[src/include/stripe_cfg.svh]
// Lane count must be a power of two and at least 2, and each lane holds 2**STRIPE_LG_DEPTH words
`ifndef STRIPE_CFG_SVH
`define STRIPE_CFG_SVH

//////////////////////////////////////////////////
// Striped buffer configuration
//////////////////////////////////////////////////

// Payload word width in bits
`define STRIPE_DATA_W 8

// Number of FIFO lanes, power of two
`define STRIPE_LANES 4

// Log2 of words per lane
// 3 gives 8 words per lane, 32 in total with 4 lanes
`define STRIPE_LG_DEPTH 3

`endif

[src/verilog/stripe_data_pkg.sv]
// Payload types only, with word width taken from the cfg header and no bus framing
`default_nettype none

`include "stripe_cfg.svh"

package stripe_data_pkg;

	//////////////////////////////////////////////////
	// Payload
	//////////////////////////////////////////////////

	// Width of one data word
	localparam int unsigned WORD_W = `STRIPE_DATA_W;

	// One data word as it moves through the lanes
	typedef logic [WORD_W-1:0] word_t;

endpackage

`default_nettype wire

[src/verilog/stripe_lane_pkg.sv]
// Lane bookkeeping types, sized for a power-of-two lane count of at least 2
`default_nettype none

`include "stripe_cfg.svh"

package stripe_lane_pkg;

	//////////////////////////////////////////////////
	// Lane geometry
	//////////////////////////////////////////////////

	localparam int unsigned LANE_IDX_W = $clog2(`STRIPE_LANES);
	// Words per lane
	localparam int unsigned LANE_DEPTH = 1 << `STRIPE_LG_DEPTH;

	// Round-robin pointer, wraps on its own
	typedef logic [LANE_IDX_W-1:0] lane_idx_t;

	// One spare bit so a full lane is distinct from an empty one
	typedef logic [`STRIPE_LG_DEPTH:0] lane_fill_t;

	// Sum of all lanes, up to lanes times depth
	typedef logic [`STRIPE_LG_DEPTH+LANE_IDX_W:0] total_fill_t;

endpackage

`default_nettype wire

[src/verilog/fifo_lane_if.sv]
// One lane's strobes and status, with no gating, so the writer and reader must respect the flags
`timescale 1ns/1ps
`default_nettype none

interface fifo_lane_if;
	import stripe_data_pkg::*;
	import stripe_lane_pkg::*;

	// Write side
	logic		wr;
	word_t		wdata;

	// Read side
	logic		rd;

	// Lane status
	logic		full;
	lane_fill_t	fill;
	logic		empty;
	word_t		rdata;

	// Distributor end
	modport writer (output wr, output wdata, input full);

	// Collector end, fill is needed for the total count
	modport reader (output rd, input empty, input rdata, input fill);

	// The FIFO lane itself
	modport lane (
		input wr, input wdata, input rd,
		output full, output fill, output empty, output rdata
	);

endinterface

`default_nettype wire

[src/verilog/lane_collector.sv]
// Reads lanes in the distributor's order, so both pointers must start at lane 0 from the same reset
`timescale 1ns/1ps
`default_nettype none

`include "stripe_cfg.svh"

module lane_collector (
	input  wire				i_clk,
	input  wire				i_reset,
	input  wire				i_rd,
	output stripe_data_pkg::word_t		o_data,
	output logic				o_empty,
	output stripe_lane_pkg::total_fill_t	o_fill,
	fifo_lane_if.reader			lanes [`STRIPE_LANES]
);
	import stripe_data_pkg::*;
	import stripe_lane_pkg::*;

	// Lane holding the oldest word
	lane_idx_t			rd_ptr;

	// Status gathered from the lane array
	logic [`STRIPE_LANES-1:0]	lane_empty;
	word_t				lane_rdata [`STRIPE_LANES];
	lane_fill_t			lane_fill [`STRIPE_LANES];

	logic				accept;

	//////////////////////////////////////////////////
	// Per-lane gather
	//////////////////////////////////////////////////

	for (genvar g = 0; g < `STRIPE_LANES; g++) begin : g_lane
		assign lane_empty[g] = lanes[g].empty;
		assign lane_rdata[g] = lanes[g].rdata;
		assign lane_fill[g] = lanes[g].fill;
		// Pop only the current lane
		assign lanes[g].rd = accept && (rd_ptr == lane_idx_t'(g));
	end

	//////////////////////////////////////////////////
	// Head of the buffer
	//////////////////////////////////////////////////

	// Oldest word always sits at the head of the pointed lane
	assign o_data = lane_rdata[rd_ptr];
	assign o_empty = lane_empty[rd_ptr];
	assign accept = i_rd && !o_empty;

	always_ff @(posedge i_clk) begin
		if (i_reset) begin
			rd_ptr <= '0;
		end else if (accept) begin
			rd_ptr <= rd_ptr + 1'b1;
		end
	end

	// Total occupancy
	// combinational over registered lane fills
	always_comb begin
		o_fill = '0;
		for (int i = 0; i < `STRIPE_LANES; i++) begin
			o_fill = o_fill + total_fill_t'(lane_fill[i]);
		end
	end

endmodule

`default_nettype wire

[src/verilog/lane_distributor.sv]
// Deals writes round-robin, so lanes stay balanced only if every lane is written through this block
`timescale 1ns/1ps
`default_nettype none

`include "stripe_cfg.svh"

module lane_distributor (
	input  wire				i_clk,
	input  wire				i_reset,
	input  wire				i_wr,
	input  stripe_data_pkg::word_t		i_data,
	output logic				o_full,
	fifo_lane_if.writer			lanes [`STRIPE_LANES]
);
	import stripe_lane_pkg::*;

	// Lane that takes the next word
	lane_idx_t			wr_ptr;

	// Full flags gathered from the lane array
	logic [`STRIPE_LANES-1:0]	lane_full;

	// Write accepted this cycle
	logic				accept;

	//////////////////////////////////////////////////
	// Per-lane steering
	//////////////////////////////////////////////////

	// Interface arrays need constant indices
	// so fan out and gather in a generate loop
	for (genvar g = 0; g < `STRIPE_LANES; g++) begin : g_lane
		assign lane_full[g] = lanes[g].full;
		// Only the lane under the pointer sees a strobe
		assign lanes[g].wr = accept && (wr_ptr == lane_idx_t'(g));
		// Data broadcast, harmless without the strobe
		assign lanes[g].wdata = i_data;
	end

	//////////////////////////////////////////////////
	// Acceptance and pointer
	//////////////////////////////////////////////////

	// Balanced lanes, so the pointed lane is full only when all are
	assign o_full = lane_full[wr_ptr];
	assign accept = i_wr && !o_full;

	// Step to the next lane on each accepted write
	always_ff @(posedge i_clk) begin
		if (i_reset) begin
			wr_ptr <= '0;
		end else if (accept) begin
			wr_ptr <= wr_ptr + 1'b1;
		end
	end

endmodule

`default_nettype wire

[src/verilog/lane_fifo.sv]
// Async-read FIFO lane that trusts its strobes, so a write while full or read while empty corrupts it
`timescale 1ns/1ps
`default_nettype none

`include "stripe_cfg.svh"

module lane_fifo (
	input  wire		i_clk,
	input  wire		i_reset,
	fifo_lane_if.lane	lane
);
	import stripe_data_pkg::*;
	import stripe_lane_pkg::*;

	localparam int unsigned LG = `STRIPE_LG_DEPTH;

	// Fill values that the full flag is judged against
	localparam lane_fill_t FILL_FULL = lane_fill_t'(LANE_DEPTH);
	localparam lane_fill_t FILL_ALMOST = lane_fill_t'(LANE_DEPTH - 1);

	//////////////////////////////////////////////////
	// Storage and pointers
	//////////////////////////////////////////////////

	word_t		mem [LANE_DEPTH];

	// One bit wider than the index
	// MSB tells a wrapped pointer from an unwrapped one
	lane_fill_t	wr_addr;
	lane_fill_t	rd_addr;

	// Registered status
	lane_fill_t	fill_q;
	logic		full_q;

	//////////////////////////////////////////////////
	// Occupancy
	//////////////////////////////////////////////////

	// Count up on write, down on read
	// Both or neither, resync from the pointers
	always_ff @(posedge i_clk) begin
		if (i_reset) begin
			fill_q <= '0;
		end else begin
			case ({lane.wr, lane.rd})
				2'b01: fill_q <= fill_q - 1'b1;
				2'b10: fill_q <= fill_q + 1'b1;
				default: fill_q <= wr_addr - rd_addr;
			endcase
		end
	end

	// Full registered alongside fill
	// so the flag is not a compare on the output path
	always_ff @(posedge i_clk) begin
		if (i_reset) begin
			full_q <= 1'b0;
		end else begin
			case ({lane.wr, lane.rd})
				// Any lone read leaves room
				2'b01: full_q <= 1'b0;
				// Last free slot about to be taken
				2'b10: full_q <= (fill_q == FILL_ALMOST);
				// Level unchanged
				default: full_q <= (fill_q == FILL_FULL);
			endcase
		end
	end

	//////////////////////////////////////////////////
	// Write side
	//////////////////////////////////////////////////

	always_ff @(posedge i_clk) begin
		if (i_reset) begin
			wr_addr <= '0;
		end else if (lane.wr) begin
			wr_addr <= wr_addr + 1'b1;
		end
	end

	// Payload memory, no reset
	always_ff @(posedge i_clk) begin
		if (lane.wr) begin
			mem[wr_addr[LG-1:0]] <= lane.wdata;
		end
	end

	//////////////////////////////////////////////////
	// Read side
	//////////////////////////////////////////////////

	always_ff @(posedge i_clk) begin
		if (i_reset) begin
			rd_addr <= '0;
		end else if (lane.rd) begin
			rd_addr <= rd_addr + 1'b1;
		end
	end

	// Head word straight out of memory
	// valid whenever the lane is not empty
	assign lane.rdata = mem[rd_addr[LG-1:0]];

	// Status out to the interface
	assign lane.empty = (fill_q == '0);
	assign lane.fill = fill_q;
	assign lane.full = full_q;

endmodule

`default_nettype wire

[src/verilog/stripe_buffer.sv]
// In-order FIFO of lanes times depth words, o_data is combinational and valid only while o_empty is low
`timescale 1ns/1ps
`default_nettype none

`include "stripe_cfg.svh"

module stripe_buffer (
	input  wire				i_clk,
	input  wire				i_reset,

	// Write port
	input  wire				i_wr,
	input  stripe_data_pkg::word_t		i_data,
	output logic				o_full,

	// Read port
	input  wire				i_rd,
	output stripe_data_pkg::word_t		o_data,
	output logic				o_empty,

	// Words held, one cycle behind the strobes
	output stripe_lane_pkg::total_fill_t	o_fill
);

	//////////////////////////////////////////////////
	// Lane buses
	//////////////////////////////////////////////////

	// One bus per lane
	// written by the distributor, read by the collector
	fifo_lane_if lane_bus [`STRIPE_LANES] ();

	//////////////////////////////////////////////////
	// Write dealer
	//////////////////////////////////////////////////

	lane_distributor u_dist (
		.i_clk		(i_clk),
		.i_reset	(i_reset),
		.i_wr		(i_wr),
		.i_data		(i_data),
		.o_full		(o_full),
		.lanes		(lane_bus)
	);

	//////////////////////////////////////////////////
	// FIFO lanes
	//////////////////////////////////////////////////

	// Identical lanes, narrow and shallow each
	for (genvar g = 0; g < `STRIPE_LANES; g++) begin : g_lane
		lane_fifo u_fifo (
			.i_clk		(i_clk),
			.i_reset	(i_reset),
			.lane		(lane_bus[g])
		);
	end

	//////////////////////////////////////////////////
	// Read gatherer
	//////////////////////////////////////////////////

	// Same dealing order on the way out
	// keeps the whole block in order
	lane_collector u_coll (
		.i_clk		(i_clk),
		.i_reset	(i_reset),
		.i_rd		(i_rd),
		.o_data		(o_data),
		.o_empty	(o_empty),
		.o_fill		(o_fill),
		.lanes		(lane_bus)
	);

endmodule

`default_nettype wire

[config.mk]
export PLATFORM = sky130hd
export DESIGN_NAME = stripe_buffer
export DESIGN_NICKNAME = d
export VERILOG_FILES = /design/src/verilog/stripe_data_pkg.sv /design/src/verilog/stripe_lane_pkg.sv /design/src/verilog/fifo_lane_if.sv /design/src/verilog/lane_collector.sv /design/src/verilog/lane_distributor.sv /design/src/verilog/lane_fifo.sv /design/src/verilog/stripe_buffer.sv
export VERILOG_INCLUDE_DIRS = /design/src /design/src/include
export SDC_FILE = /design/constraint.sdc
export NUM_CORES = 1
export LEC_CHECK = 0
export ABC_AREA = 0
export BUFFER_PORTS_ARGS = -buffer_cell sky130_fd_sc_hd__buf_2
export CAP_MARGIN = 5
export CELL_PAD_IN_SITES_DETAIL_PLACEMENT = 2
export CELL_PAD_IN_SITES_GLOBAL_PLACEMENT = 2
export CORE_AREA = 2 2 179 198
export CTS_CLUSTER_DIAMETER = 80
export DETAILED_ROUTE_END_ITERATION = 12
export DIE_AREA = 0 0 181 200
export HOLD_SLACK_MARGIN = 0.12
export PLACE_DENSITY_LB_ADDON = 0.05
export SYNTH_ARGS = -nofsm -noshare
export SYNTH_HDL_FRONTEND = slang
export SYNTH_SLANG_ARGS = --single-unit
[constraint.sdc]
create_clock -name i_clk -period 3.3 [get_ports i_clk]
set_clock_uncertainty 0.1 [all_clocks]
set_input_delay 0.66 -clock i_clk [delete_from_list [all_inputs] [get_ports i_clk]]
set_output_delay 0.66 -clock i_clk [all_outputs]
set_load 0.005 [all_outputs]
After elaboration in Yosys (flattened, before gate mapping) --
Memory sizes are Yosys's and may differ from the RTL's. A register that Yosys moved wholly into a read port is not among the register bits. Cells that the tools add are included.
Operators by class: bitwise operators 1, order comparisons 3, reduce and logical (&&, ||, !) cells 18, add/subtract/negate cells 25, muxes and demuxes 31, equal/unequal tests 22
Operator list (count):
- adder 4 x 1 -> 4 bit, second input constant | 12
- case mux 4 bit (2 select lines) | 4
- two-way mux 3 bit | 8
- binary-select mux 8 bit (select 2 bit) | 1
- equality test 2 bit, second input constant | 8
- equality test 4 x 3 -> 1 bit, second input constant | 4
- equality test 4 bit, second input constant | 4
- logical NOT 4 bit | 4
- two-way mux 8 bit | 2
- subtractor 4 x 1 -> 4 bit, second input constant | 4
- subtractor 4 bit | 4
- adder 6 x 4 -> 6 bit | 2
- equality test 2 x 1 -> 1 bit, second input constant | 6
- logical AND 1 bit | 10
- two-way mux 1 bit | 10
- case mux 1 bit (2 select lines) | 4
- less-than comparator 2 x 3 -> 1 bit, second input constant | 2
- adder 4 x 4 -> 5 bit | 1
- adder 2 x 1 -> 2 bit, second input constant | 2
- binary-select mux 1 bit (select 2 bit) | 2
- logical NOT 2 bit | 2
- greater-or-equal comparator 3 bit, second input constant | 1
- NOT 2 -> 3 bit | 1
- logical NOT 1 bit | 2
Storage, ports and cells: bits in writable memories 256, input bits 12, flip-flop bits (word level) 56, logic and storage cells 122, output and inout bits 16, memories 4
Memory list:
- g_lane[0].u_fifo.mem | depth 8, width 8, read ports 1, clocked after Yosys merged registers in 1, write ports 1, RTL line lane_fifo.sv:25 | word_t mem [LANE_DEPTH];
- g_lane[1].u_fifo.mem | depth 8, width 8, read ports 1, clocked after Yosys merged registers in 1, write ports 1, RTL line lane_fifo.sv:25
- g_lane[2].u_fifo.mem | depth 8, width 8, read ports 1, clocked after Yosys merged registers in 1, write ports 1, RTL line lane_fifo.sv:25
- g_lane[3].u_fifo.mem | depth 8, width 8, read ports 1, clocked after Yosys merged registers in 1, write ports 1, RTL line lane_fifo.sv:25

Longest topological paths before layout --
depth in word-level cells 8, gate-level depth with buffers 15, mapped depth without buffers 12

By module --
From an unflattened synthesis, not the netlist that was laid out.
Second synthesis, totals: cell total of the unflattened synthesis 889, area total of the unflattened synthesis 14595.2 sq um
Modules (own cells, without submodules):
- lane_fifo at g_lane[1].u_fifo ... | area an instance 3342.0 sq um, cells each 190, sequential area each 2242.2 sq um, times used 2
- lane_fifo at g_lane[0].u_fifo ... | area an instance 3340.7 sq um, cells each 191, sequential area each 2242.2 sq um, times used 2
- lane_collector | area an instance 758.2 sq um, cells each 70, sequential area each 40.0 sq um, times used 1
- lane_distributor | area an instance 471.7 sq um, cells each 57, sequential area each 40.0 sq um, times used 1

Worst setup path before layout --
OpenSTA, ideal clock, no wires.
path type register to output, start reg g_lane[0].u_fifo.fill_q[0], end out o_fill[5], buffers on the path 0, required time 2.540 ns, setup slack 0.017 ns, cell stages (with the launch flop) 10, arrival 2.523 ns, cell sequence dfxtp_1 > ha_1 > fa_1 > inv_1 > fa_1 > inv_1 > ha_1 > fa_1 > a21o_1 > a21o_1
Between the ends: longest elaborated chain between the ends 3
Ends and longest elaborated chain:
- from (decl) | RTL line lane_fifo.sv:33 | lane_fill_t fill_q;
- from (signal assigned) | RTL line lane_fifo.sv:47 | 2'b01: fill_q <= fill_q - 1'b1;
- from (signal assigned) | RTL line lane_fifo.sv:48 | 2'b10: fill_q <= fill_q + 1'b1;
- from (signal assigned) | RTL line lane_fifo.sv:49 | default: fill_q <= wr_addr - rd_addr;
- adder 4 x 4 -> 5 bit | RTL line lane_collector.sv:63 | o_fill = o_fill + total_fill_t'(lane_fill[i]);
- adder 6 x 4 -> 6 bit (2 in a row) | RTL line lane_collector.sv:63
- to (decl) | RTL line stripe_buffer.sv:22 | output stripe_lane_pkg::total_fill_t o_fill
No other way between the ends.

Worst setup path after layout --
Ends and elaborated chain as after synthesis.

==> qor.yml <==
logic_synthesis:
  synth_cell_types: 45
  ys_seq_area_frac: 0.639
  synth_area_per_cell_um2: 14.7
  synthArstFlopShare: 0
  yosys.area.top_type: "edfxtp_1"
  yosysWarnings: 0
  synth_top_cell_area_share: 0.543
  ys.flop_type: "edfxtp_1"
  synth-edff-count: 256
  synth_common_cells: "256 x edfxtp_1, 69 x mux2i_1, 68 x dfxtp_1, 54 x inv_1, 52 x ha_1"
  synth_area_um2: 14100
  synth.most_common_cell: "edfxtp_1"
  synthCells: 963
  yosys_register_bits: 324
  synth_nets: 1041
  synth.area.top_cells: "edfxtp_1 54%, dfxtp_1 9.6%, mux4_2 5.3%, mux2i_1 4.9%, ha_1 4.6%"
clock_tree:
  htree_levels: 2
  cts-root-buf: "clkbuf_16"
  cts_tree: "yes"
  cts_buffer_depth: 3
  clk_pin_slew_ns: 0.06
  cts_num_sinks: 324
  numCtsBuffers: 36
  clk_latency_ns: 0.52
global_routing:
  grt_pass1_wl_mm: 60.0
  grt_pass1_vias: 9674
  grt_overflow_total: 0
  grt_max_degree: 46
  track_usage: 0.222
  antenna_found_initial: 0
hold_path:
  holdCritStartpoint: "g_lane[1].u_fifo.wr_addr[3]"
  hold_end: "g_lane[1].u_fifo.wr_addr[3]"
  holdPathStages: 2
  hold_class: "flop to flop"
sta:
  finalCritPeriodShare: 1.17
  finalWorstSetupSlack_ns: -0.545
  drv_slew: 0
  fmax_mhz: 260
  rsz0062_at_grt: "yes"
  setup_viol: 4
  slew_headroom: 0.370
  hold_viol: 0
  layout_min_cycle_time_ns: 3.85
  tightest_slew_ns: 0.945
worst_setup_path:
  end_kind: "primary output"
  reg2reg_to: "g_lane[1].u_fifo.lane.fill[3]"
  cp.arrival_ns: 3.09
  rr_startpoint: "u_dist.wr_ptr[0]"
  rrSetupSlack_ns: 0.24
  path_max_fanout: 2
  critical_path_class: "flop to primary output"
  rr_worst_depth: 12
  crit_path_start_kind: "flop"
  cp_data_required_time_ns: 2.54
floorplanning:
  rows: 71
  pin_count: 28
  die_w_um: 181
  dieArea_um2: 36200
  start_util: 0.415
  coreArea_um2: 34100
  dieHeight_um: 200
placement:
  place_ws_ns: -0.160
  hpwl_mm: 26.0
  gp_congestion: 0.790
  place_area_um2: 15100
  io_buffers: 27
pwr:
  power_density_nw_per_um2: 696
  power.leakage_nw: 5.66
  ir_drop_v: 0.000302
  p_total_mw: 11.5
cells_and_area:
  drive_above_1_share: 0.204
  fin_util: 0.483
  fin_area_um2: 16500
  num_antenna_cells: 0
  final_nets: 1120
  area_delta_synth_final_pct: 16.5
detailed_routing:
  drt_first_pass_iters: 5
  wl_per_cell_um: 26.0
  first_iter_violations: 494
  vias_per_cell: 5.59
  dr_total_vias: 8426
  ant_nets: 0
  drc: 0
  routed_wl_mm: 39.2
job:
  max_cap_violations: 0
status:
  outcome: "complete, but fails checks"
  violations: "negative setup slack"
==> sequential cells by signal (all words and copies together), names as in the netlist, named ones only <==
register,count
g_lane.u_fifo.lane.fill,16
g_lane.u_fifo.lane.full,4
g_lane.u_fifo.mem,256
g_lane.u_fifo.rd_addr,16
g_lane.u_fifo.wr_addr,16
u_coll.rd_ptr,2
u_dist.wr_ptr,2
==> kinds of logic after synthesis <==
logic type / share of synthesized area
buf+inv: 0.0296
xor+xnor: 0.0229
simple gates: 0.0718
mux: 0.105
fa+ha+maj: 0.0658
compound gates: 0.0659
flops: 0.639
==> layer usage <==
| metal | global-route usage | routed length, um |
|---|---|---|
| met4 | 0.0626 | 916 |
| met3 | 0.0265 | 1170 |
| met5 | 0 | 0 |
| met1 | 0.279 | 16800 |
| met2 | 0.406 | 20400 |
==> worst max-delay path: stages, from the launching register on <==
cell	delay (ns)
dfxtp_2	0.34
ha_4	0.16
fa_2	0.54
inv_2	0.04
fa_1	0.50
inv_2	0.05
ha_4	0.16
fa_2	0.34
a21o_1	0.17
a21o_1	0.16
buf_2	0.12
==> repair_timing <==
item | 4_1_cts | 5_1_grt
setup buffers | 2 | 0
hold buffers | 0 | 0
resized for setup | 7 | 26
pin swaps | 2 | 6
setup endpoints to repair | 7 | 23
==> worst max path at each step <==
stage	from	endpoint	slack [ns]
2_1_floorplan	g_lane[0].u_fifo.lane.fill[0]	o_fill[5]	0.02
3_3_place_gp	g_lane[0].u_fifo.lane.fill[0]	o_fill[5]	-0.07
3_5_place_dp	g_lane[0].u_fifo.lane.fill[0]	o_fill[5]	-0.16
4_1_cts	g_lane[0].u_fifo.lane.fill[0]	o_fill[5]	-0.60
5_1_grt	g_lane[0].u_fifo.lane.fill[0]	o_fill[5]	-0.63
6_report	g_lane[0].u_fifo.lane.fill[0]	o_fill[5]	-0.55
==> placed cells by master (no fill, tap or decap), types with 5 or more instances in the layout <==
cell,netlist,final
edfxtp_1,256,256
nand2_2,4,5
buf_4,1,54
nor4_1,13,10
xor2_1,14,14
a22oi_1,31,31
o21ai_0,17,17
clkbuf_1,18,7
nor2_1,39,38
a21o_1,14,14
a31oi_1,7,7
ha_1,52,50
nand3_1,18,15
mux2i_1,69,69
a211oi_1,8,8
a22o_1,19,19
inv_1,54,51
buf_2,10,25
or3_1,18,18
dfxtp_2,0,8
clkinv_1,0,7
clkinv_2,0,5
dfxtp_1,68,60
nor2b_1,18,15
mux4_2,33,33
nor3_1,25,25
bufinv_16,0,6
xnor2_1,23,22
clkbuf_16,0,38
fa_1,14,12
a21oi_1,39,36
nand2_1,26,25
==> power breakdown <==
part	switching [mW]	internal, mW
clock network	1.67	2.62
registers	0.147	4.56
logic	1.44	1.03
total	3.26	8.20
==> final cells by class <==
class / instances / area (um2)
well taps: 438 / 548
inverters: 58 / 238
multi-input cells: 539 / 4790
repair buffers: 83 / 593
fillers: 3239 / 17600
clock buffers: 47 / 1000
clock inverters: 19 / 248
flip-flops and latches: 324 / 9060
==> stage by stage <==
step	hold WS, ns	instances	setup TNS (ns)
finish	0.433	1508	-1.89
global route	0.449	1508	-2.22
floorplan	0.370	963	0
CTS	0.433	1508	-2.12
global placement	0.394	1440	-0.122
detailed placement	0.420	1440	-0.353
(Power assumes the default switching activity.)
